File: src/common/median_defines.svh
`ifndef MEDIAN_DEFINES_SVH
`define MEDIAN_DEFINES_SVH

// sample word and window length
`define MED_SAMPLE_W 8
`define MED_TAPS 7

// samples per frame, 8 or more
`define MED_FRAME_LEN 32

// sort strobe to sorter done, in cycles
`define MED_SORT_LAT 9

// run counter width, holds frame and flush counts
`define MED_CNT_W ($clog2(`MED_FRAME_LEN + `MED_SORT_LAT + 1))

`endif

File: src/common/median_data_pkg.sv
`include "median_defines.svh"

package median_data_pkg;

  // one unsigned pixel sample
  typedef logic [`MED_SAMPLE_W-1:0] sample_t;

  // sliding window, index 0 is the oldest sample
  typedef sample_t window_t [`MED_TAPS];

endpackage

File: src/common/median_ctrl_pkg.sv
package median_ctrl_pkg;

  // frame controller states
  //   IDLE  waiting for start
  //   FILL  first six samples of a frame, no sort yet
  //   RUN   every accepted sample starts a sort
  //   FLUSH pipeline drains before frame done
  typedef enum logic [1:0] {
    IDLE  = 2'd0,
    FILL  = 2'd1,
    RUN   = 2'd2,
    FLUSH = 2'd3
  } ctrl_state_e;

endpackage

File: src/common/median_ifs.sv
`timescale 1ns/1ps

// window handed to the sorter, strobe marks a new sort
interface window_if;
  median_data_pkg::window_t win;
  logic                     sort_go;

  modport window (output win, output sort_go);
  modport sorter (input win, input sort_go);
endinterface

// ascending sort result, done travels with the data
interface sorted_if;
  median_data_pkg::sample_t min;
  median_data_pkg::sample_t out2;
  median_data_pkg::sample_t out3;
  median_data_pkg::sample_t mid;
  median_data_pkg::sample_t out5;
  median_data_pkg::sample_t out6;
  median_data_pkg::sample_t max;
  logic                     done;

  modport source (output min, out2, out3, mid, out5, out6, max, done);
  modport sink (input min, out2, out3, mid, out5, out6, max, done);
endinterface

File: src/sorter/sorting_network.sv
`timescale 1ns/1ps

module sorting_network (
  input  median_data_pkg::sample_t s1_i,
  input  median_data_pkg::sample_t s2_i,
  input  median_data_pkg::sample_t s3_i,
  output median_data_pkg::sample_t min_o,
  output median_data_pkg::sample_t med_o,
  output median_data_pkg::sample_t max_o
);

  median_data_pkg::sample_t a_lo, a_hi, b_lo;

  // first pair
  assign a_lo = (s1_i < s2_i) ? s1_i : s2_i;
  assign a_hi = (s1_i < s2_i) ? s2_i : s1_i;

  // larger one against the third, max settles here
  assign b_lo  = (a_hi < s3_i) ? a_hi : s3_i;
  assign max_o = (a_hi < s3_i) ? s3_i : a_hi;

  // remaining two
  assign min_o = (a_lo < b_lo) ? a_lo : b_lo;
  assign med_o = (a_lo < b_lo) ? b_lo : a_lo;

endmodule

File: src/sorter/sort_ascending_5.sv
`timescale 1ns/1ps
`include "median_defines.svh"

module sort_ascending_5 (
  input  logic                     clk,
  input  logic                     rst_n,
  input  logic                     done_i,
  input  median_data_pkg::sample_t s1_i,
  input  median_data_pkg::sample_t s2_i,
  input  median_data_pkg::sample_t s3_i,
  input  median_data_pkg::sample_t s4_i,
  input  median_data_pkg::sample_t s5_i,
  output median_data_pkg::sample_t min_o,
  output median_data_pkg::sample_t out2_o,
  output median_data_pkg::sample_t mid_o,
  output median_data_pkg::sample_t out4_o,
  output median_data_pkg::sample_t max_o,
  output logic                     done_o
);

  median_data_pkg::sample_t c1 [5];
  median_data_pkg::sample_t c2 [5];
  median_data_pkg::sample_t c3 [5];
  median_data_pkg::sample_t r1 [5];
  median_data_pkg::sample_t r2 [5];
  median_data_pkg::sample_t r3 [5];
  logic [2:0]               done_q;

  // compare-exchange, returns {low, high}
  function automatic logic [2*`MED_SAMPLE_W-1:0] cx(input median_data_pkg::sample_t a,
                                                     input median_data_pkg::sample_t b);
    return (a > b) ? {b, a} : {a, b};
  endfunction

  // layers 1 and 2
  always_comb begin
    c1 = '{s1_i, s2_i, s3_i, s4_i, s5_i};
    {c1[0], c1[3]} = cx(c1[0], c1[3]);
    {c1[1], c1[4]} = cx(c1[1], c1[4]);
    {c1[0], c1[2]} = cx(c1[0], c1[2]);
    {c1[1], c1[3]} = cx(c1[1], c1[3]);
  end

  // layers 3 and 4
  always_comb begin
    c2 = r1;
    {c2[0], c2[1]} = cx(c2[0], c2[1]);
    {c2[2], c2[4]} = cx(c2[2], c2[4]);
    {c2[1], c2[2]} = cx(c2[1], c2[2]);
    {c2[3], c2[4]} = cx(c2[3], c2[4]);
  end

  // last layer, middle pair only
  always_comb begin
    c3 = r2;
    {c3[2], c3[3]} = cx(c3[2], c3[3]);
  end

  always_ff @(posedge clk) begin
    if (!rst_n) begin
      r1     <= '{default: '0};
      r2     <= '{default: '0};
      r3     <= '{default: '0};
      done_q <= '0;
    end else begin
      r1     <= c1;
      r2     <= c2;
      r3     <= c3;
      done_q <= {done_q[1:0], done_i};
    end
  end

  assign min_o  = r3[0];
  assign out2_o = r3[1];
  assign mid_o  = r3[2];
  assign out4_o = r3[3];
  assign max_o  = r3[4];
  assign done_o = done_q[2];

endmodule

File: src/sorter/sort_ascending_7.sv
`timescale 1ns/1ps

module sort_ascending_7 (
  input  logic     clk,
  input  logic     rst_n,
  window_if.sorter sort_if,
  sorted_if.source res_if
);

  median_data_pkg::sample_t sa1_min, sa1_out2, sa1_mid, sa1_out4, sa1_max;
  logic                     sa1_done;
  median_data_pkg::sample_t p1_mid, p1_out4, p1_max;
  logic                     p1_done;
  // newest pair waits out sa1 and p1
  median_data_pkg::sample_t s6_d [4];
  median_data_pkg::sample_t s7_d [4];
  // lowest pair of sa1 waits out p1, sa2 and p2
  median_data_pkg::sample_t lo1_d [5];
  median_data_pkg::sample_t lo2_d [5];
  median_data_pkg::sample_t sa2_min, sa2_out2, sa2_mid, sa2_out4, sa2_max;
  logic                     sa2_done;
  median_data_pkg::sample_t p2_min, p2_out2, p2_mid, p2_out4, p2_max;
  logic                     p2_done;
  median_data_pkg::sample_t sn1_min, sn1_med, sn1_max;
  median_data_pkg::sample_t p3_sn1_min, p3_sn1_med, p3_sn1_max;
  median_data_pkg::sample_t p3_out2, p3_mid, p3_out4, p3_max;
  logic                     p3_done;

  // five oldest samples
  sort_ascending_5 u_sa1 (
    .clk    (clk),
    .rst_n  (rst_n),
    .done_i (sort_if.sort_go),
    .s1_i   (sort_if.win[0]),
    .s2_i   (sort_if.win[1]),
    .s3_i   (sort_if.win[2]),
    .s4_i   (sort_if.win[3]),
    .s5_i   (sort_if.win[4]),
    .min_o  (sa1_min),
    .out2_o (sa1_out2),
    .mid_o  (sa1_mid),
    .out4_o (sa1_out4),
    .max_o  (sa1_max),
    .done_o (sa1_done)
  );

  always_ff @(posedge clk) begin
    if (!rst_n) begin
      p1_mid  <= '0;
      p1_out4 <= '0;
      p1_max  <= '0;
      p1_done <= 1'b0;
      s6_d    <= '{default: '0};
      s7_d    <= '{default: '0};
      lo1_d   <= '{default: '0};
      lo2_d   <= '{default: '0};
    end else begin
      p1_mid   <= sa1_mid;
      p1_out4  <= sa1_out4;
      p1_max   <= sa1_max;
      p1_done  <= sa1_done;
      s6_d[0]  <= sort_if.win[5];
      s7_d[0]  <= sort_if.win[6];
      lo1_d[0] <= sa1_min;
      lo2_d[0] <= sa1_out2;
      for (int i = 1; i < 4; i++) begin
        s6_d[i] <= s6_d[i-1];
        s7_d[i] <= s7_d[i-1];
      end
      for (int i = 1; i < 5; i++) begin
        lo1_d[i] <= lo1_d[i-1];
        lo2_d[i] <= lo2_d[i-1];
      end
    end
  end

  // newest two against the upper three of sa1
  sort_ascending_5 u_sa2 (
    .clk    (clk),
    .rst_n  (rst_n),
    .done_i (p1_done),
    .s1_i   (s6_d[3]),
    .s2_i   (s7_d[3]),
    .s3_i   (p1_max),
    .s4_i   (p1_out4),
    .s5_i   (p1_mid),
    .min_o  (sa2_min),
    .out2_o (sa2_out2),
    .mid_o  (sa2_mid),
    .out4_o (sa2_out4),
    .max_o  (sa2_max),
    .done_o (sa2_done)
  );

  always_ff @(posedge clk) begin
    if (!rst_n) begin
      p2_min  <= '0;
      p2_out2 <= '0;
      p2_mid  <= '0;
      p2_out4 <= '0;
      p2_max  <= '0;
      p2_done <= 1'b0;
    end else begin
      p2_min  <= sa2_min;
      p2_out2 <= sa2_out2;
      p2_mid  <= sa2_mid;
      p2_out4 <= sa2_out4;
      p2_max  <= sa2_max;
      p2_done <= sa2_done;
    end
  end

  // the top three of sa2 are already final
  sorting_network u_sn1 (
    .s1_i  (lo1_d[4]),
    .s2_i  (lo2_d[4]),
    .s3_i  (p2_min),
    .min_o (sn1_min),
    .med_o (sn1_med),
    .max_o (sn1_max)
  );

  always_ff @(posedge clk) begin
    if (!rst_n) begin
      p3_sn1_min <= '0;
      p3_sn1_med <= '0;
      p3_sn1_max <= '0;
      p3_out2    <= '0;
      p3_mid     <= '0;
      p3_out4    <= '0;
      p3_max     <= '0;
      p3_done    <= 1'b0;
    end else begin
      p3_sn1_min <= sn1_min;
      p3_sn1_med <= sn1_med;
      p3_sn1_max <= sn1_max;
      p3_out2    <= p2_out2;
      p3_mid     <= p2_mid;
      p3_out4    <= p2_out4;
      p3_max     <= p2_max;
      p3_done    <= p2_done;
    end
  end

  // ranks 2 to 4, combinational after p3
  sorting_network u_sn2 (
    .s1_i  (p3_sn1_med),
    .s2_i  (p3_sn1_max),
    .s3_i  (p3_out2),
    .min_o (res_if.out2),
    .med_o (res_if.out3),
    .max_o (res_if.mid)
  );

  assign res_if.min  = p3_sn1_min;
  assign res_if.out5 = p3_mid;
  assign res_if.out6 = p3_out4;
  assign res_if.max  = p3_max;
  assign res_if.done = p3_done;

endmodule

File: src/source/run_counter.sv
`timescale 1ns/1ps
`include "median_defines.svh"

module run_counter (
  input  logic                  clk,
  input  logic                  rst_n,
  input  logic                  load_i,
  input  logic [`MED_CNT_W-1:0] load_val_i,
  input  logic                  dec_i,
  output logic                  zero_o
);

  logic [`MED_CNT_W-1:0] cnt_q;

  // load wins over decrement
  always_ff @(posedge clk) begin
    if (!rst_n) begin
      cnt_q <= '0;
    end else if (load_i) begin
      cnt_q <= load_val_i;
    end else if (dec_i && !zero_o) begin
      cnt_q <= cnt_q - 1'b1;
    end
  end

  // holds at zero until the next load
  assign zero_o = (cnt_q == '0);

endmodule

File: src/source/sample_window.sv
`timescale 1ns/1ps
`include "median_defines.svh"

module sample_window (
  input  logic                     clk,
  input  logic                     rst_n,
  input  median_data_pkg::sample_t sample_i,
  input  logic                     shift_i,
  input  logic                     emit_i,
  window_if.window                 win_if
);

  median_data_pkg::window_t win_q;
  logic                     go_q;

  // oldest sample drops out of slot 0
  always_ff @(posedge clk) begin
    if (shift_i) begin
      for (int i = 0; i < `MED_TAPS - 1; i++) begin
        win_q[i] <= win_q[i+1];
      end
      win_q[`MED_TAPS-1] <= sample_i;
    end
  end

  // strobe leaves with the window it belongs to
  always_ff @(posedge clk) begin
    if (!rst_n) begin
      go_q <= 1'b0;
    end else begin
      go_q <= shift_i && emit_i;
    end
  end

  assign win_if.win     = win_q;
  assign win_if.sort_go = go_q;

endmodule

File: src/source/filter_ctrl.sv
`timescale 1ns/1ps
`include "median_defines.svh"

module filter_ctrl (
  input  logic                  clk,
  input  logic                  rst_n,
  input  logic                  start_i,
  input  logic                  sample_valid_i,
  output logic                  shift_o,
  output logic                  emit_o,
  output logic                  cnt_load_o,
  output logic [`MED_CNT_W-1:0] cnt_val_o,
  output logic                  cnt_dec_o,
  input  logic                  cnt_zero_i,
  output logic                  frame_done_o,
  output logic                  busy_o
);

  localparam int CNT_W = `MED_CNT_W;

  median_ctrl_pkg::ctrl_state_e state_q, state_d;

  always_ff @(posedge clk) begin
    if (!rst_n) begin
      state_q <= median_ctrl_pkg::IDLE;
    end else begin
      state_q <= state_d;
    end
  end

  // samples only count while filling or running
  assign shift_o = sample_valid_i &&
                   (state_q == median_ctrl_pkg::FILL || state_q == median_ctrl_pkg::RUN);

  // six samples in, the next one completes a window
  assign emit_o = (state_q == median_ctrl_pkg::RUN) ||
                  (state_q == median_ctrl_pkg::FILL && cnt_zero_i);

  // flush timer runs every cycle
  assign cnt_dec_o    = shift_o || (state_q == median_ctrl_pkg::FLUSH);
  assign frame_done_o = (state_q == median_ctrl_pkg::FLUSH) && cnt_zero_i;
  assign busy_o       = (state_q != median_ctrl_pkg::IDLE);

  always_comb begin
    state_d    = state_q;
    cnt_load_o = 1'b0;
    cnt_val_o  = '0;
    case (state_q)
      median_ctrl_pkg::IDLE: begin
        if (start_i) begin
          cnt_load_o = 1'b1;
          cnt_val_o  = CNT_W'(`MED_TAPS - 1);
          state_d    = median_ctrl_pkg::FILL;
        end
      end
      median_ctrl_pkg::FILL: begin
        // 7th sample, count what is left after it
        if (shift_o && cnt_zero_i) begin
          cnt_load_o = 1'b1;
          cnt_val_o  = CNT_W'(`MED_FRAME_LEN - `MED_TAPS - 1);
          state_d    = median_ctrl_pkg::RUN;
        end
      end
      median_ctrl_pkg::RUN: begin
        // last sample, wait for its result plus one cycle
        if (shift_o && cnt_zero_i) begin
          cnt_load_o = 1'b1;
          cnt_val_o  = CNT_W'(`MED_SORT_LAT + 1);
          state_d    = median_ctrl_pkg::FLUSH;
        end
      end
      median_ctrl_pkg::FLUSH: begin
        if (cnt_zero_i) begin
          state_d = median_ctrl_pkg::IDLE;
        end
      end
    endcase
  end

endmodule

File: src/source/median_filter_top.sv
`timescale 1ns/1ps
`include "median_defines.svh"

module median_filter_top (
  input  logic                     clk,
  input  logic                     rst_n,
  input  logic                     start_i,
  input  median_data_pkg::sample_t sample_i,
  input  logic                     sample_valid_i,
  output median_data_pkg::sample_t median_o,
  output median_data_pkg::sample_t min_o,
  output median_data_pkg::sample_t max_o,
  output logic                     result_valid_o,
  output logic                     frame_done_o,
  output logic                     busy_o
);

  logic                  shift;
  logic                  emit;
  logic                  cnt_load;
  logic [`MED_CNT_W-1:0] cnt_val;
  logic                  cnt_dec;
  logic                  cnt_zero;

  window_if u_win_if ();
  sorted_if u_res_if ();

  filter_ctrl u_ctrl (
    .clk            (clk),
    .rst_n          (rst_n),
    .start_i        (start_i),
    .sample_valid_i (sample_valid_i),
    .shift_o        (shift),
    .emit_o         (emit),
    .cnt_load_o     (cnt_load),
    .cnt_val_o      (cnt_val),
    .cnt_dec_o      (cnt_dec),
    .cnt_zero_i     (cnt_zero),
    .frame_done_o   (frame_done_o),
    .busy_o         (busy_o)
  );

  // one counter for fill, frame and flush
  run_counter u_cnt (
    .clk        (clk),
    .rst_n      (rst_n),
    .load_i     (cnt_load),
    .load_val_i (cnt_val),
    .dec_i      (cnt_dec),
    .zero_o     (cnt_zero)
  );

  sample_window u_window (
    .clk      (clk),
    .rst_n    (rst_n),
    .sample_i (sample_i),
    .shift_i  (shift),
    .emit_i   (emit),
    .win_if   (u_win_if)
  );

  sort_ascending_7 u_sort (
    .clk     (clk),
    .rst_n   (rst_n),
    .sort_if (u_win_if),
    .res_if  (u_res_if)
  );

  // middle rank of seven is the median
  assign median_o       = u_res_if.mid;
  assign min_o          = u_res_if.min;
  assign max_o          = u_res_if.max;
  assign result_valid_o = u_res_if.done;

endmodule

File: config.mk
export PLATFORM = sky130hd
export DESIGN_NAME = median_filter_top
export DESIGN_NICKNAME = d
export VERILOG_FILES = /design/src/common/median_data_pkg.sv /design/src/common/median_ctrl_pkg.sv /design/src/common/median_ifs.sv /design/src/sorter/sorting_network.sv /design/src/sorter/sort_ascending_5.sv /design/src/sorter/sort_ascending_7.sv /design/src/source/run_counter.sv /design/src/source/sample_window.sv /design/src/source/filter_ctrl.sv /design/src/source/median_filter_top.sv
export VERILOG_INCLUDE_DIRS = /design/src /design/src/common
export SDC_FILE = /design/constraint.sdc
export NUM_CORES = 1
export LEC_CHECK = 0
export BUFFER_PORTS_ARGS = -buffer_cell sky130_fd_sc_hd__buf_2
export CAP_MARGIN = 20
export CORE_UTILIZATION = 60
export DETAILED_ROUTE_END_ITERATION = 12
export PLACE_DENSITY = 0.77
export SETUP_SLACK_MARGIN = 0.5
export SYNTH_ARGS = -nofsm -noshare
export SYNTH_HDL_FRONTEND = slang
export SYNTH_SLANG_ARGS = --single-unit
File: constraint.sdc
create_clock -name clk -period 6.2 [get_ports clk]
set_input_delay 1.24 -clock clk [delete_from_list [all_inputs] [get_ports clk]]
set_output_delay 1.24 -clock clk [all_outputs]
set_load 0.03 [all_outputs]
# Word-level counts from Yosys, hierarchy flattened
# Cells that the tools add are included.
[op_classes] n_addsub=1 n_mul=0 div=0 magnitude_cmp=22 eq_ne=7 shifts=0 muxes=39 n_bitwise=0 reduce_logical=16
[op_table] op="$mux 16" n=16
[op_table] op="$gt 8x8->1" n=17
[op_table] op="$mux 8" n=9
[op_table] op="$lt 8x8->1" n=5
[op_table] op="$pmux 6 s3" n=1
[op_table] op="$mux 6" n=2
[op_table] op="$mux 2" n=4
[op_table] op="$pmux 2 s4" n=1
[op_table] op="$logic_and 1x1->1" n=6
[op_table] op="$logic_not 6->1" n=1
[op_table] op="$ne 2x2->1 const B" n=3
[op_table] op="$sub 6x1->6 const B" n=1
[op_table] op="$mux 5" n=1
[op_table] op="$eq 2x2->1 const B" n=2
[op_table] op="$mux 4" n=1
[op_table] op="$reduce_and 4->1" n=1
[op_table] op="$reduce_bool 2->1" n=2
[op_table] op="$logic_or 1x1->1" n=3
[op_table] op="$mux 3" n=1
[op_table] op="$eq 2x1->1 const B" n=1
[op_table] op="$logic_not 2->1" n=1
[op_table] op="$mux 1" n=2
[op_table] op="$ne 2x1->1 const B" n=1
[op_table] op="$pmux 1 s2" n=1
[op_table] op="other kinds (2)" n=2
[word_totals] reg_bits=514 latchBits=0 mem_bits_rw=0 rom_bits=0 inputBits=12 elab_cells=155 n_memories=0

# Longest topological paths before layout
# Gate-level depths: netlist of the first run.
[depth] depth_word=7 mapped_depth=23

# Modules after synthesis
# Synthesis of the first run repeated with hierarchy kept, for this count alone.
[unflattened] hier_cells=2256 area_unflattened_um2=24342.1
[modules_own_cells] module="sort_ascending_5" n_inst=2 cells_each=638 area_per_inst_um2=6234.7
[modules_own_cells] module="sort_ascending_7" n_inst=1 cells_each=563 area_per_inst_um2=7163.1
[modules_own_cells] module="sorting_network" n_inst=2 cells_each=139 area_per_inst_um2=1163.6
[modules_own_cells] module="sample_window" n_inst=1 cells_each=58 area_per_inst_um2=1707.9
[modules_own_cells] module="run_counter" n_inst=1 cells_each=42 area_per_inst_um2=374.1
[modules_own_cells] module="filter_ctrl" n_inst=1 cells_each=39 area_per_inst_um2=300.3

# Worst setup path before layout of the first run
# No wires, ideal clock.
[synth_timing] path_kind="reg-to-output" start="reg u_sort.p3_sn1_max[5]" end="out median_o[1]" arrival_time_ns=3.732 slack_ns=1.228 stages_incl_launch_ff=15 n_path_buf=0 cell_sequence="dfxtp_1 > inv_1 > ha_1 > a2111o_1 > a31oi_1 > o21ai_1 > and2_1 > o21ai_0 > ha_1 > a21o_1 > a21o_1 > a2111oi_0 > nand2_1 > o31ai_4 > mux2_2"
[synth_via] elab_chain_cells=4
[synth_rtl] item="start: declaration" line="sort_ascending_7.sv:25" text="median_data_pkg::sample_t p3_sn1_min, p3_sn1_med, p3_sn1_max;"
[synth_rtl] item="start signal: assignment" line="sort_ascending_7.sv:136" text="p3_sn1_max <= sn1_max;"
[synth_rtl] item="$lt 8x8->1"
[synth_rtl] item="$mux 8 *" line="sorting_network.sv:16" text="assign a_hi = (s1_i < s2_i) ? s2_i : s1_i;"
[synth_rtl] item="$lt 8x8->1" line="sorting_network.sv:20" text="assign max_o = (a_hi < s3_i) ? s3_i : a_hi;"
[synth_rtl] item="$mux 8 *" line="sorting_network.sv:20"
[synth_rtl] item="end: declaration" line="median_filter_top.sv:10" text="output median_data_pkg::sample_t median_o,"
# Every way passes the cells marked *; elsewhere a longest branch is shown, timed or not.

# Worst setup path after layout of the first run
[layout_timing] start="reg u_sort.p3_sn1_max[5]" end="out median_o[3]"
# Same word-level chain as after synthesis.

==> summary by stage, run 1 <==
Status
The flow ran to the end, and the final reports show no timing, DRC or antenna violations.

Floorplan
In this run the core area contains 68 standard-cell rows. The width of the die is 189.8 um. The y dimension of the die is 189.8 um. The number of placed I/O pins is 39.

The core region area is 34630 um^2. The die covers 36030 um^2. For this configuration, the core starts out at a cell density of 61.11%.

Worst setup path
The library cell contributing the largest single delay on the critical path is a2111o_1. At the worst endpoint, the required time is 4.96 ns. The type of origin of the critical path is a flip-flop. The category of the most critical setup path is flip-flop to output pin. For this run, the slowest stage of the critical path takes 0.37 ns. In this run the critical register-to-register path is launched from u_sort.lo2_d[6]. The worst path buffer plus inverter count is 3.

The signal arrival time at the worst endpoint is 4.19 ns. The top fanout value on the critical path is 7. Tracing the worst setup path back leads to its startpoint at u_sort.p3_sn1_max[5]. Walking the worst path, the cells encountered are inv_1 > ha_1 > a2111o_1 > a31oi_1 > o21ai_2 > and2_2 > o21ai_2 > ha_1 > a21o_1 > a2111oi_4 > nand2_2 > o31ai_4 > buf_12 > mux2_2 > buf_2. The critical path endpoint category is an output pin.

In this design, the largest share of critical-path delay is due to compound AO/OA/AOI/OAI gates.

Drt
The wire length per cell after detailed routing is 16.08 um. For this run, design rule violations remaining after detail routing come to 0. The detail route stage leaves a number of antenna-violating nets equal to 0. After the first detailed-routing iteration, the DRC count stood at 808. The routed design has 41080 um of wire.

The number of optimization iterations in the first detailed-route pass is 5. The ratio of routed vias to standard cells is 5.524. The total vias in the final route is 14110.

Timing
Setup repair after global routing left no endpoint under its margin. The clock tree skew after final layout is 0.02073 ns. After routing, the total negative slack on setup checks comes to 0 ns. The timing-limited maximum frequency is 184.2 MHz. For the pin with the worst max-slew slack, the measured transition is 1.207 ns. The tightest slew margin relative to the limit is 19.56%. The smallest clock period supported by the final layout is computed as 5.428 ns. The total count of hold-check failures in the final report is 0. In the finished design, the share of the clock period the worst path needs comes to 87.55%. Setup violations remaining at the end of the flow were counted as 0. The final count of pins violating max slew is 0.

Global route
The layer with the highest usage after global routing is met2. The global route total overflow is 0. The met2 routing resource usage after global routing is 40.36%. The wire length of the first global-routing pass is 66810 um. In the global route stage, met1 resource usage came out at 28.82%.

The number of global-route vias before repair is 13590. Entering global routing, the biggest net connects 109 pins. The global-route met3 utilization is 3.284%. Across every metal layer, demand over resource in global routing totals 23.03%. The initial antenna violation count was 0.

Cells and area
The share of layout cells above drive strength 1 is 8.718%. The layout filler cell count is 2636. The antenna diode count is 0. Summing all multi-input logic gate instances after layout gives 9363 um^2.

In the final layout, flip-flops and latches occupy 10850 um^2. From synthesis to final layout, the design area changed by 11.30%. The final design utilization is 68.02%.

For this run, the post-layout net count is 2247.

Placed design
Buffers placed on the I/O ports in this run total 38. The HPWL after detailed placement is 29120 um. The global placer's final weighted congestion is 0.8728.

Synth
After synthesis, the share of flip-flops with an asynchronous set or reset is 0%. After synthesis the netlist holds a flip-flop and latch count of 514. The synthesized design contains 56 enable-type register cells. Yosys printed 0 warnings. The synthesized netlist occupies a cell area of 21160 um^2. The cell count after synthesis is 2035. The fraction of the yosys area taken by sequential cells is 51.27%. The average instance in the mapped netlist occupies 10.40 um^2. Counting distinct cell types in the post-synthesis netlist gives 58.

The most used flip-flop cell after synthesis is dfxtp_1. The number of nets handed over by synthesis was 2226.

Min path
The worst hold path belongs to the class flip-flop to flip-flop. The startpoint identified for the worst hold timing path is u_sort.u_sa1.out4_o[7].

Power
The share of total power dissipated in combinational logic is 43.8%. The total internal power is 8.362 mW. The switching power total is 5.194 mW. The clock power share is 23.4%. Net switching is 38.32% of the power. The leakage power of the design is 10.09 nW. In this run the power density over the cells is 575.5 nW/um^2. The relative contribution of sequential cells to total power is 32.8%. The worst IR drop on VDD is 0.5385 mV.

Clock network
The count of H-tree levels built during CTS is 2. No sink is reached through more buffers than the 3 on the longest clock path. The total clock sinks is 514. The number of buffers created by CTS is 51.

Clock-pin slew was measured on the worst setup and hold paths at 0.06 ns. The clock tree root driver cell is clkbuf_16. The clock latency on the worst-skew pair is 0.57 ns. The clock tree from TritonCTS is yes.

Flow run
The number of violations of the max-capacitance limit is 0.
## metal layers
metal  up-vias  routed length (um)
li1       7104                   -
met1      6601               18210
met2       320               20130
met3        83                1597
met4         0                1135
met5         -                   0
## cells in the final DEF (no fill, tap or decap), types with 23 or more instances in the layout
master and instances:
buf_2 37, a21o_1 35, and2_1 267, o21a_1 32
clkbuf_16 53, dfxtp_1 458, mux2i_1 127, and3_1 23
o22ai_1 50, inv_1 173, nand4_1 23, nand3_1 34
o21ai_0 87, ha_1 179, o31ai_1 23, edfxtp_1 56
a21oi_1 116, a211oi_1 42, nor2_1 77
## worst register-to-register path, stage by stage, from the launching register on
cell      delay [ns]
dfxtp_1         0.34
inv_1           0.05
ha_1            0.31
o21ai_0         0.23
o21bai_1        0.13
a21o_2          0.31
o21ai_1         0.34
ha_1            0.31
a211oi_1        0.25
o221ai_1        0.37
a21oi_4         0.33
buf_12          0.16
mux2i_1         0.29
ha_1            0.30
a21o_1          0.16
a21oi_1         0.15
o22ai_1         0.09
nor2_1          0.21
o211a_2         0.44
nor2_1          0.10
a211oi_1        0.24
## cell families (layout without fill, tap and decap cells)
logic type                 after synthesis  after routing  share of synthesized area, %
muxes                                  144            144                         6.911
AOI/OAI and AO/OA                      440            441                         12.97
buffers and inverters                  261            324                         4.783
and+or+nand+nor                        492            492                         13.28
DFF                                    514            514                         51.27
adders and majority gates              179            179                         10.58
xor gates and xnor gates                 5              5                        0.2069
## cell usage after synthesis, types with 3 or more instances
cell      instances  share of area [%]
dfxtp_1         458                 43
and2_1          268                7.9
ha_1            179                 11
inv_1           175                3.1
mux2i_1         127                6.0
a21oi_1         121                2.9
o21ai_0          94                2.2
nor2_1           77                1.4
clkbuf_1         67                1.2
edfxtp_1         56                7.9
o22ai_1          50                1.5
a211oi_1         42                1.5
a21o_1           36                1.3
nand3_1          34               0.80
o21a_1           32                1.1
and3_1           23               0.68
nand4_1          23               0.68
o31ai_1          23               0.82
nand2_1          22               0.39
nor2b_1          19               0.56
mux2_2           17               0.90
buf_2             8               0.19
nand2b_1          8               0.24
o21ai_1           8               0.19
buf_1             7               0.12
o211ai_1          5               0.18
nor3_1            4              0.095
or3_1             4               0.12
xnor2_1           4               0.17
a22oi_1           3               0.11
a31oi_1           3              0.089
## power by group through the flow
stage / logic (mW) / clock network, mW / registers [mW]
final: 5.93 / 3.17 / 4.45
after global routing: 6.54 / 3.38 / 4.51
after CTS: 5.79 / 3.24 / 4.44
after detailed placement: 5.63 / 0 / 4.51
after global placement: 5.42 / 0 / 4.49
after floorplan: 4.56 / 0 / 4.38
## flip-flops by register name (all words and copies together) (netlist names), 16 cells and up
name and cells:
u_window.win_if.win 56, u_sort.lo1_d 40, u_sort.lo2_d 40, u_sort.u_sa1.r1 40, u_sort.u_sa2.r1 40, u_sort.s6_d 32
u_sort.s7_d 32, u_sort.u_sa1.c3 24, u_sort.u_sa2.c3 24, u_sort.u_sa1.r2 16
## worst paths after layout
check,to,cells past startpoint,slack (ns)
worst min-delay path,u_sort.p1_out4[7],1,0.42
worst max register to register,u_sort.res_if.min[0],20,0.99
worst min register to register,u_sort.p1_out4[7],1,0.42
worst max-delay path,median_o[3],15,0.77
## what timing repair did
item,4_1_cts,5_1_grt
setup buffers,3,5
hold buffers,0,0
resized for setup,6,10
pin swaps,2,3
cloned,0,1
endpoints found under the setup margin,7,22
## metrics by stage
stage,power [mW],instances,cell area (um^2),worst slack (ns),hold slack (ns)
after floorplan,8.947,2035,21160,1.228,0.4119
after global placement,9.907,2449,21640,0.6737,0.4130
after detailed placement,10.14,2449,21640,0.5576,0.4169
after CTS,13.48,2548,23470,0.5214,0.4283
after global routing,14.43,2554,23560,0.5357,0.4334
final,13.56,2554,23560,0.7718,0.4244
## final cells by class
class | instances | share of cell area (%)
Inverter | 175 | 2.789
Clock buffer | 67 | 6.066
Tap cell | 455 | 2.417
Multi-Input combinational cell | 1261 | 39.75
Sequential cell | 514 | 46.06
Timing Repair Buffer | 53 | 1.418
Clock inverter | 29 | 1.498
No activity file was read; power rests on OpenSTA's default activity.
==> run 2: changes to the inputs <==
- TNS_END_PERCENT: default -> 10
- clock period: 6.2 -> 6.4 ns (I/O delays scaled with it)
==> summary by stage, run 2 (same netlist as run 1, synthesis figures left out) <==
Status
The flow ran to the end, and the final reports show no timing, DRC or antenna violations.

Power
The clock power share is 23.6% (+0.2 points). The part of the total power dissipated in combinational logic is 43.3% (-0.5 points). The relative contribution of sequential cells to total power is 33.0% (+0.2 points). The switching power total is 4.993 mW (-3.9%). The worst IR drop on VDD was 0.4807 mV (-11%).

The leakage power of the design came to 10.08 nW (-0.17%). The total internal power is 8.067 mW (-3.5%). The cell area power density was 555.5 nW/um^2 (-3.5%). The switching part of the total power is 38.23% (-0.086 points).

Cells and area
The number of flip-flops under the largest register name is 56 (unchanged). The final design utilization is 67.89% (-0.13 points). The library cells used most frequently in the layout, excluding fill and tap cells, are dfxtp_1 (458), and2_1 (268), ha_1 (179). The post-layout net count is 2244 (-0.13%). The layout filler cell count is 2599 (-1.4%). Compared with the post-synthesis result, the final layout area differs by 11.09%. Leaving out fill and tap cells, the most frequent cell in the layout is dfxtp_1.

The antenna diode count is 0 (unchanged). The share of layout cells above drive strength 1 is 8.353% (-0.37 points).

Drt
The DRC violations left is 0 (unchanged). The ratio of routed vias to standard cells is 5.537 (+0.24%). The remaining antenna violation count is 0 (unchanged). The total vias in the final route is 14120 (+0.085%). The number of optimization iterations in the first detailed-route pass came to 6 (+1).

The wire length per cell after detailed routing is 16.11 um (+0.20%). The DRC violation total after the first TritonRoute iteration came to 868 (+7.4%). The wire length reported by the detailed router came to 41090 um (about the same).

Worst setup path
The worst path buffer plus inverter count is 3 (unchanged). Traced cell by cell, the critical path runs through inv_1 > ha_1 > a2111o_1 > a31oi_1 > o21ai_2 > and2_1 > o21ai_0 > ha_1 > a21o_1 > a2111oi_4 > nand2_1 > o31ai_4 > buf_4 > mux2_2 > buf_2. The dominant cell type by count on the critical path is ha_1. The worst stage delay on the critical path was 0.37 ns (about the same). The library cell contributing the largest single delay on the critical path is a2111oi_4.

The cell family contributing the most delay on the critical path is compound AO/OA/AOI/OAI gates. The data required time of the worst path was 5.12 ns (+0.16 ns). The type of origin of the critical path is a flip-flop. The signal arrival time at the worst endpoint was 4.48 ns (+0.29 ns). STA classifies the critical path endpoint as an output pin. The top fanout value on the critical path is 10 (+3). The setup path with the least slack is of type flip-flop to output pin.

Placed design
The number of I/O port buffers is 38 (unchanged). The global placer's final weighted congestion was 0.8640 (-1.0%). The detailed placement HPWL is 28820 um (-1.1%).

Timing
The final period utilization is 89.95%. The count of final setup violators is 0 (unchanged). Subtracting the final worst setup slack from the clock period gives 5.757 ns. The timing-limited maximum frequency is 173.7 MHz. The tightest slew margin relative to the limit is 16.81% (-2.8 points). The clock tree skew after final layout came to 0.02110 ns (+0.0003746 ns). The transition time at the pin with the least slew margin came to 1.248 ns (+0.04129 ns). The final-layout setup total negative slack is 0 ns (unchanged). Setup repair after global routing could not meet its margin everywhere. The total count of hold-check failures in the final report is 0 (unchanged). The final count of pins violating max slew was 0 (unchanged).

Global route
The wire length of the first global-routing pass is 67000 um (+0.29%). The total global-route track usage is 23.09% (+0.058 points). The global route total overflow came to 0 (unchanged). The number of global-route vias before repair is 13740 (+1.1%). The maximum number of pins on one net before global-route repair came to 223 (+100%). The initial antenna violation count is 1 (+1).

Floorplan
The width of the die came to 189.8 um (unchanged). The number of cell rows was 68 (unchanged). The y dimension of the die came to 189.8 um (unchanged). The die footprint was 36030 um^2 (unchanged). The number of placed I/O pins is 39 (unchanged). The core region area was 34630 um^2 (unchanged).

The initial core utilization is 61.11% (unchanged).

Clock network
The number of buffers created by CTS is 50 (-2.0%). The number of hold-repair buffers added at the cts stage came to 0 (unchanged). The clock slew at the register clock pins of the worst setup and hold paths is 0.06 ns (about the same). The count of H-tree levels built during CTS is 2 (unchanged). The maximum buffer depth of the clock tree is 3 (unchanged). The total clock sinks came to 514 (unchanged).

Clock tree synthesis selected as its root buffer the cell clkbuf_16. The clock latency on the worst-skew pair is 0.57 ns (about the same). The clock tree from TritonCTS is yes.

Min path
The tightest min-delay check is of the flip-flop to flip-flop type.

Flow run
The number of violations of the max-capacitance limit was 0 (unchanged).
-- run 2: cell count changes in the layout (fill, tap and decap cells not counted), sizes merged --
cell    delta
buf        -2
clkbuf     -3
inv        -1
bufinv     +2
-- run 2: path summary, 6_finish.rpt --
| path | from | end | slack [ns] | depth (start not counted) |
|---|---|---|---|---|
| worst min register to register | u_sort.u_sa2.min_o[0] | u_sort.p2_min[0] | 0.42 | 1 |
| worst max-delay path | u_sort.p3_sn1_max[5] | median_o[3] | 0.64 | 15 |
| worst min-delay path | u_sort.u_sa2.min_o[0] | u_sort.p2_min[0] | 0.42 | 1 |
| worst max register to register | u_sort.lo2_d[5] | u_sort.res_if.min[1] | 1.03 | 20 |
-- run 2: what timing repair did --
action,4_1_cts,5_1_grt
resized for setup,4,4
setup endpoints to repair,7,22
cloned,0,1
pin swaps,1,0
setup buffers,1,5
-- run 2: metrics by stage --
step | instances | power [mW] | cell area [um^2] | setup slack, ns | hold WS [ns]
2_1_floorplan | 2035 | 8.667 | 21160 | 1.388 | 0.4119
3_3_place_gp | 2448 | 9.598 | 21650 | 0.9733 | 0.4130
3_5_place_dp | 2448 | 9.828 | 21650 | 0.7821 | 0.4169
4_1_cts | 2543 | 13.01 | 23440 | 0.5886 | 0.4304
5_1_grt | 2550 | 13.91 | 23510 | 0.4282 | 0.4387
6_report | 2550 | 13.06 | 23510 | 0.6430 | 0.4247
-- run 2: cell type report --
| cell class | count | area (um^2) | area share [%] |
|---|---|---|---|
| flip-flops and latches | 514 | 10850 | 46.15 |
| multi-input cells | 1261 | 9354 | 39.79 |
| clock buffers | 64 | 1375 | 5.849 |
| inverters | 175 | 656.9 | 2.794 |
| well taps | 455 | 569.3 | 2.422 |
| clock inverters | 30 | 397.9 | 1.692 |
| repair buffers | 51 | 306.5 | 1.304 |
-- run 2: routing by layer --
metal  global-route usage [%]  share of wire, %
met4                    9.367               3.1
met5                        0                 0
met1                    28.29                43
met3                    3.468               4.9
met2                    40.53                49
-- run 2: power by group through the flow --
stage	logic [mW]	registers, mW	clock network [mW]
detailed placement	5.46	4.37	0
global route	6.26	4.37	3.28
CTS	5.55	4.31	3.15
global placement	5.25	4.35	0
floorplan	4.42	4.25	0
finish	5.66	4.31	3.09
==> run 3: changes to the inputs <==
- CELL_PAD_IN_SITES_DETAIL_PLACEMENT: default -> 0
- CELL_PAD_IN_SITES_GLOBAL_PLACEMENT: default -> 1
- CORE_UTILIZATION: 60 -> 54
- PLACE_DENSITY: 0.77 -> default
- PLACE_DENSITY_LB_ADDON: default -> 0.1
==> summary by stage, run 3 (same netlist as run 1, synthesis figures left out) <==
Placed design
The worst slack after detailed placement is 0.7606 ns (-0.02157 ns). The global placer's final weighted congestion was 0.8781 (+1.6%). The number of I/O port buffers is 38 (unchanged). The detailed placement HPWL is 30500 um (+5.9%). The area after detailed placement is 21740 um^2 (+0.41%).

Power
The worst IR drop on VDD is 0.2939 mV (-39%). The total internal power came to 8.081 mW (+0.17%). The total power is 13.06 mW (about the same). The leakage power of the design is 10.08 nW (about the same). The clock power share is 23.6% (about the same). The switching part of the total power is 38.10% (-0.13 points). The part of the total power dissipated in combinational logic is 43.4% (about the same). The relative contribution of sequential cells to total power came to 33.0% (about the same). The cell area power density is 552.9 nW/um^2 (-0.48%). The switching power total is 4.974 mW (-0.38%).

Clock network
TritonCTS built the clock tree. The total clock sinks is 514 (unchanged). The number of buffers created by CTS is 51 (+2.0%). The clock tree root driver cell is clkbuf_16. The count of H-tree levels built during CTS is 2 (unchanged).

The clock latency on the worst-skew pair is 0.59 ns (+0.02 ns). The maximum buffer depth of the clock tree is 3 (unchanged). The number of hold-repair buffers added at the cts stage is 0 (unchanged).

The clock slew at the register clock pins of the worst setup and hold paths is 0.06 ns (about the same).

Min path
The worst hold path belongs to the class flip-flop to flip-flop. The number of stages on the worst hold path is 1 (unchanged). In this run the most critical hold path is launched from u_sort.u_sa2.min_o[0].

The end of the worst hold path is u_sort.p2_min[0].

Global route
The total global-route track usage is 21.58% (-1.5 points). The global route total overflow is 0 (unchanged). The number of global-route vias before repair came to 12990 (-5.5%). The wire length of the first global-routing pass is 67300 um (+0.44%). The maximum number of pins on one net before global-route repair is 120 (-46%).

The initial antenna violation count is 0 (-1).

Drt
The number of optimization iterations in the first detailed-route pass is 5 (-1). The wire length reported by the detailed router is 42190 um (+2.7%). The DRC violations left is 0 (unchanged). The ratio of routed vias to standard cells is 5.270 (-4.8%). The total vias in the final route is 13780 (-2.4%).

The remaining antenna violation count is 0 (unchanged). The wire length per cell after detailed routing was 16.14 um (+0.16%). The DRC violation total after the first TritonRoute iteration came to 654 (-25%).

Timing
The final count of pins violating max slew was 0 (unchanged). The tightest slew margin relative to the limit is 19.77% (+3.0 points). The smallest setup slack after layout is 0.7280 ns (+0.08501 ns).

The timing-limited maximum frequency was 176.3 MHz (+1.5%). The final-layout setup total negative slack is 0 ns (unchanged). The worst hold slack is 0.4191 ns (-0.005539 ns). The total count of hold-check failures in the final report is 0 (unchanged).

The minimum clock period after layout is 5.672 ns (-0.08501 ns). Setup repair after global routing could not meet its margin everywhere. The clock tree skew after final layout is 0.02427 ns (+0.003165 ns). The count of final setup violators is 0 (unchanged).

The final period utilization is 88.62% (-1.3 points). The transition time at the pin with the least slew margin was 1.203 ns (-0.04450 ns).

Cells and area
The final design area excluding fillers came to 23610 um^2 (+0.44%). The post-layout net count is 2247 (+0.13%). The growth of design area from synthesis to finish is 11.58%. The share of layout cells above drive strength 1 is 8.496% (+0.14 points). The top cell types in the final layout, fill and taps aside, are dfxtp_1 (458), and2_1 (267), ha_1 (179). The most common cell after layout, fill and taps aside is dfxtp_1.

The number of flip-flops under the largest register name is 56 (unchanged).

Floorplan
The initial core utilization is 54.76% (-6.4 points). The y dimension of the die is 200.0 um (+5.4%). The number of placed I/O pins is 39 (unchanged). The number of cell rows is 72 (+5.9%). The width of the die was 200.0 um (+5.4%). The die footprint was 39990 um^2 (+11%).

The core region area was 38650 um^2 (+12%).

Worst setup path
The type of origin of the critical path is a flip-flop. The category of the most critical setup path is flip-flop to output pin. The library cell contributing the largest single delay on the critical path is a2111o_1.

The signal on the critical path passes through inv_1 > ha_1 > a2111o_1 > a31oi_1 > o21ai_2 > and2_2 > o21ai_2 > ha_1 > a21o_1 > a21o_1 > a2111oi_4 > nand2_2 > o31ai_4 > buf_4 > mux2_2 > buf_2. The critical path endpoint category is an output pin. The worst stage delay on the critical path is 0.37 ns (about the same). The signal arrival time at the worst endpoint is 4.39 ns (-0.09 ns). The launch point of the worst reg-to-reg path is u_sort.lo2_d[5]. The top fanout value on the critical path is 7 (-3). The worst register-to-register path ends at u_sort.res_if.min[6].

The data required time of the worst path is 5.12 ns (about the same). The count of cells along the worst register-to-register path is 21 (+5.0%). The register-to-register setup slack was 0.99 ns (-0.04 ns).

Flow run
The number of violations of the max-capacitance limit is 0 (unchanged).

Status
The run finished with clean final reports.
==> run 3: layout make-up <==
class | count | area, um^2
clock inverter | 20 | 266.5
tap | 518 | 648.1
clock buffer | 72 | 1509
inverter | 175 | 656.9
multi-input combinational | 1261 | 9359
fill | 3280 | 15030
sequential | 514 | 10850
antenna | 1 | 2.502
timing repair buffer | 53 | 321.6
==> run 3: worst max-delay path by stage <==
stage | startpoint | end | slack [ns]
floorplan | u_sort.p3_sn1_max[5] | median_o[1] | 1.39
global placement | u_sort.lo2_d[5] | u_sort.res_if.min[4] | 0.81
detailed placement | u_sort.lo2_d[5] | u_sort.res_if.min[3] | 0.76
CTS | u_sort.p3_sn1_max[5] | median_o[6] | 0.57
global route | u_sort.p3_sn1_max[5] | median_o[6] | 0.48
finish | u_sort.p3_sn1_max[5] | median_o[6] | 0.73
==> run 3: power by group through the flow <==
| stage | Sequential, mW | Clock, mW | Combinational (mW) |
|---|---|---|---|
| 5_1_grt | 4.38 | 3.30 | 6.35 |
| 3_5_place_dp | 4.39 | 0 | 5.49 |
| 2_1_floorplan | 4.25 | 0 | 4.42 |
| 6_report | 4.31 | 3.08 | 5.66 |
| 4_1_cts | 4.32 | 3.16 | 5.56 |
| 3_3_place_gp | 4.38 | 0 | 5.37 |
==> run 3: metal layers <==
layer  routed length (um)  GRT usage, %
met1                19490         27.78
met2                20050         36.54
met3                 1426         3.075
met4                 1227         8.453
met5                    0             0
==> run 3: critical path: cells and delay by family, from the launching register on <==
family / cells / cell delay, ns
DFF: 1 / 0.31
adders and majority gates: 2 / 0.59
and+or+nand+nor: 2 / 0.36
muxes: 1 / 0.34
AOI/OAI and AO/OA: 8 / 1.77
buffers and inverters: 3 / 0.42
==> run 3: repair_timing <==
item | 4_1_cts | 5_1_grt
pin swaps | 1 | 1
resized for setup | 4 | 8
buffers inserted | 1 | 5
endpoints found under the setup margin | 7 | 22
hold endpoints to repair | 0 | 0
gates cloned | 0 | 1
==> run 3: per-stage QoR <==
| step | std cells | utilization [%] |
|---|---|---|
| 3_3_place_gp | 2514 | 56.25 |
| 4_1_cts | 2607 | 60.89 |
| 2_1_floorplan | 2035 | - |
| 3_5_place_dp | 2514 | 56.25 |
| 6_report | 2614 | 61.10 |
| 5_1_grt | 2613 | 61.09 |
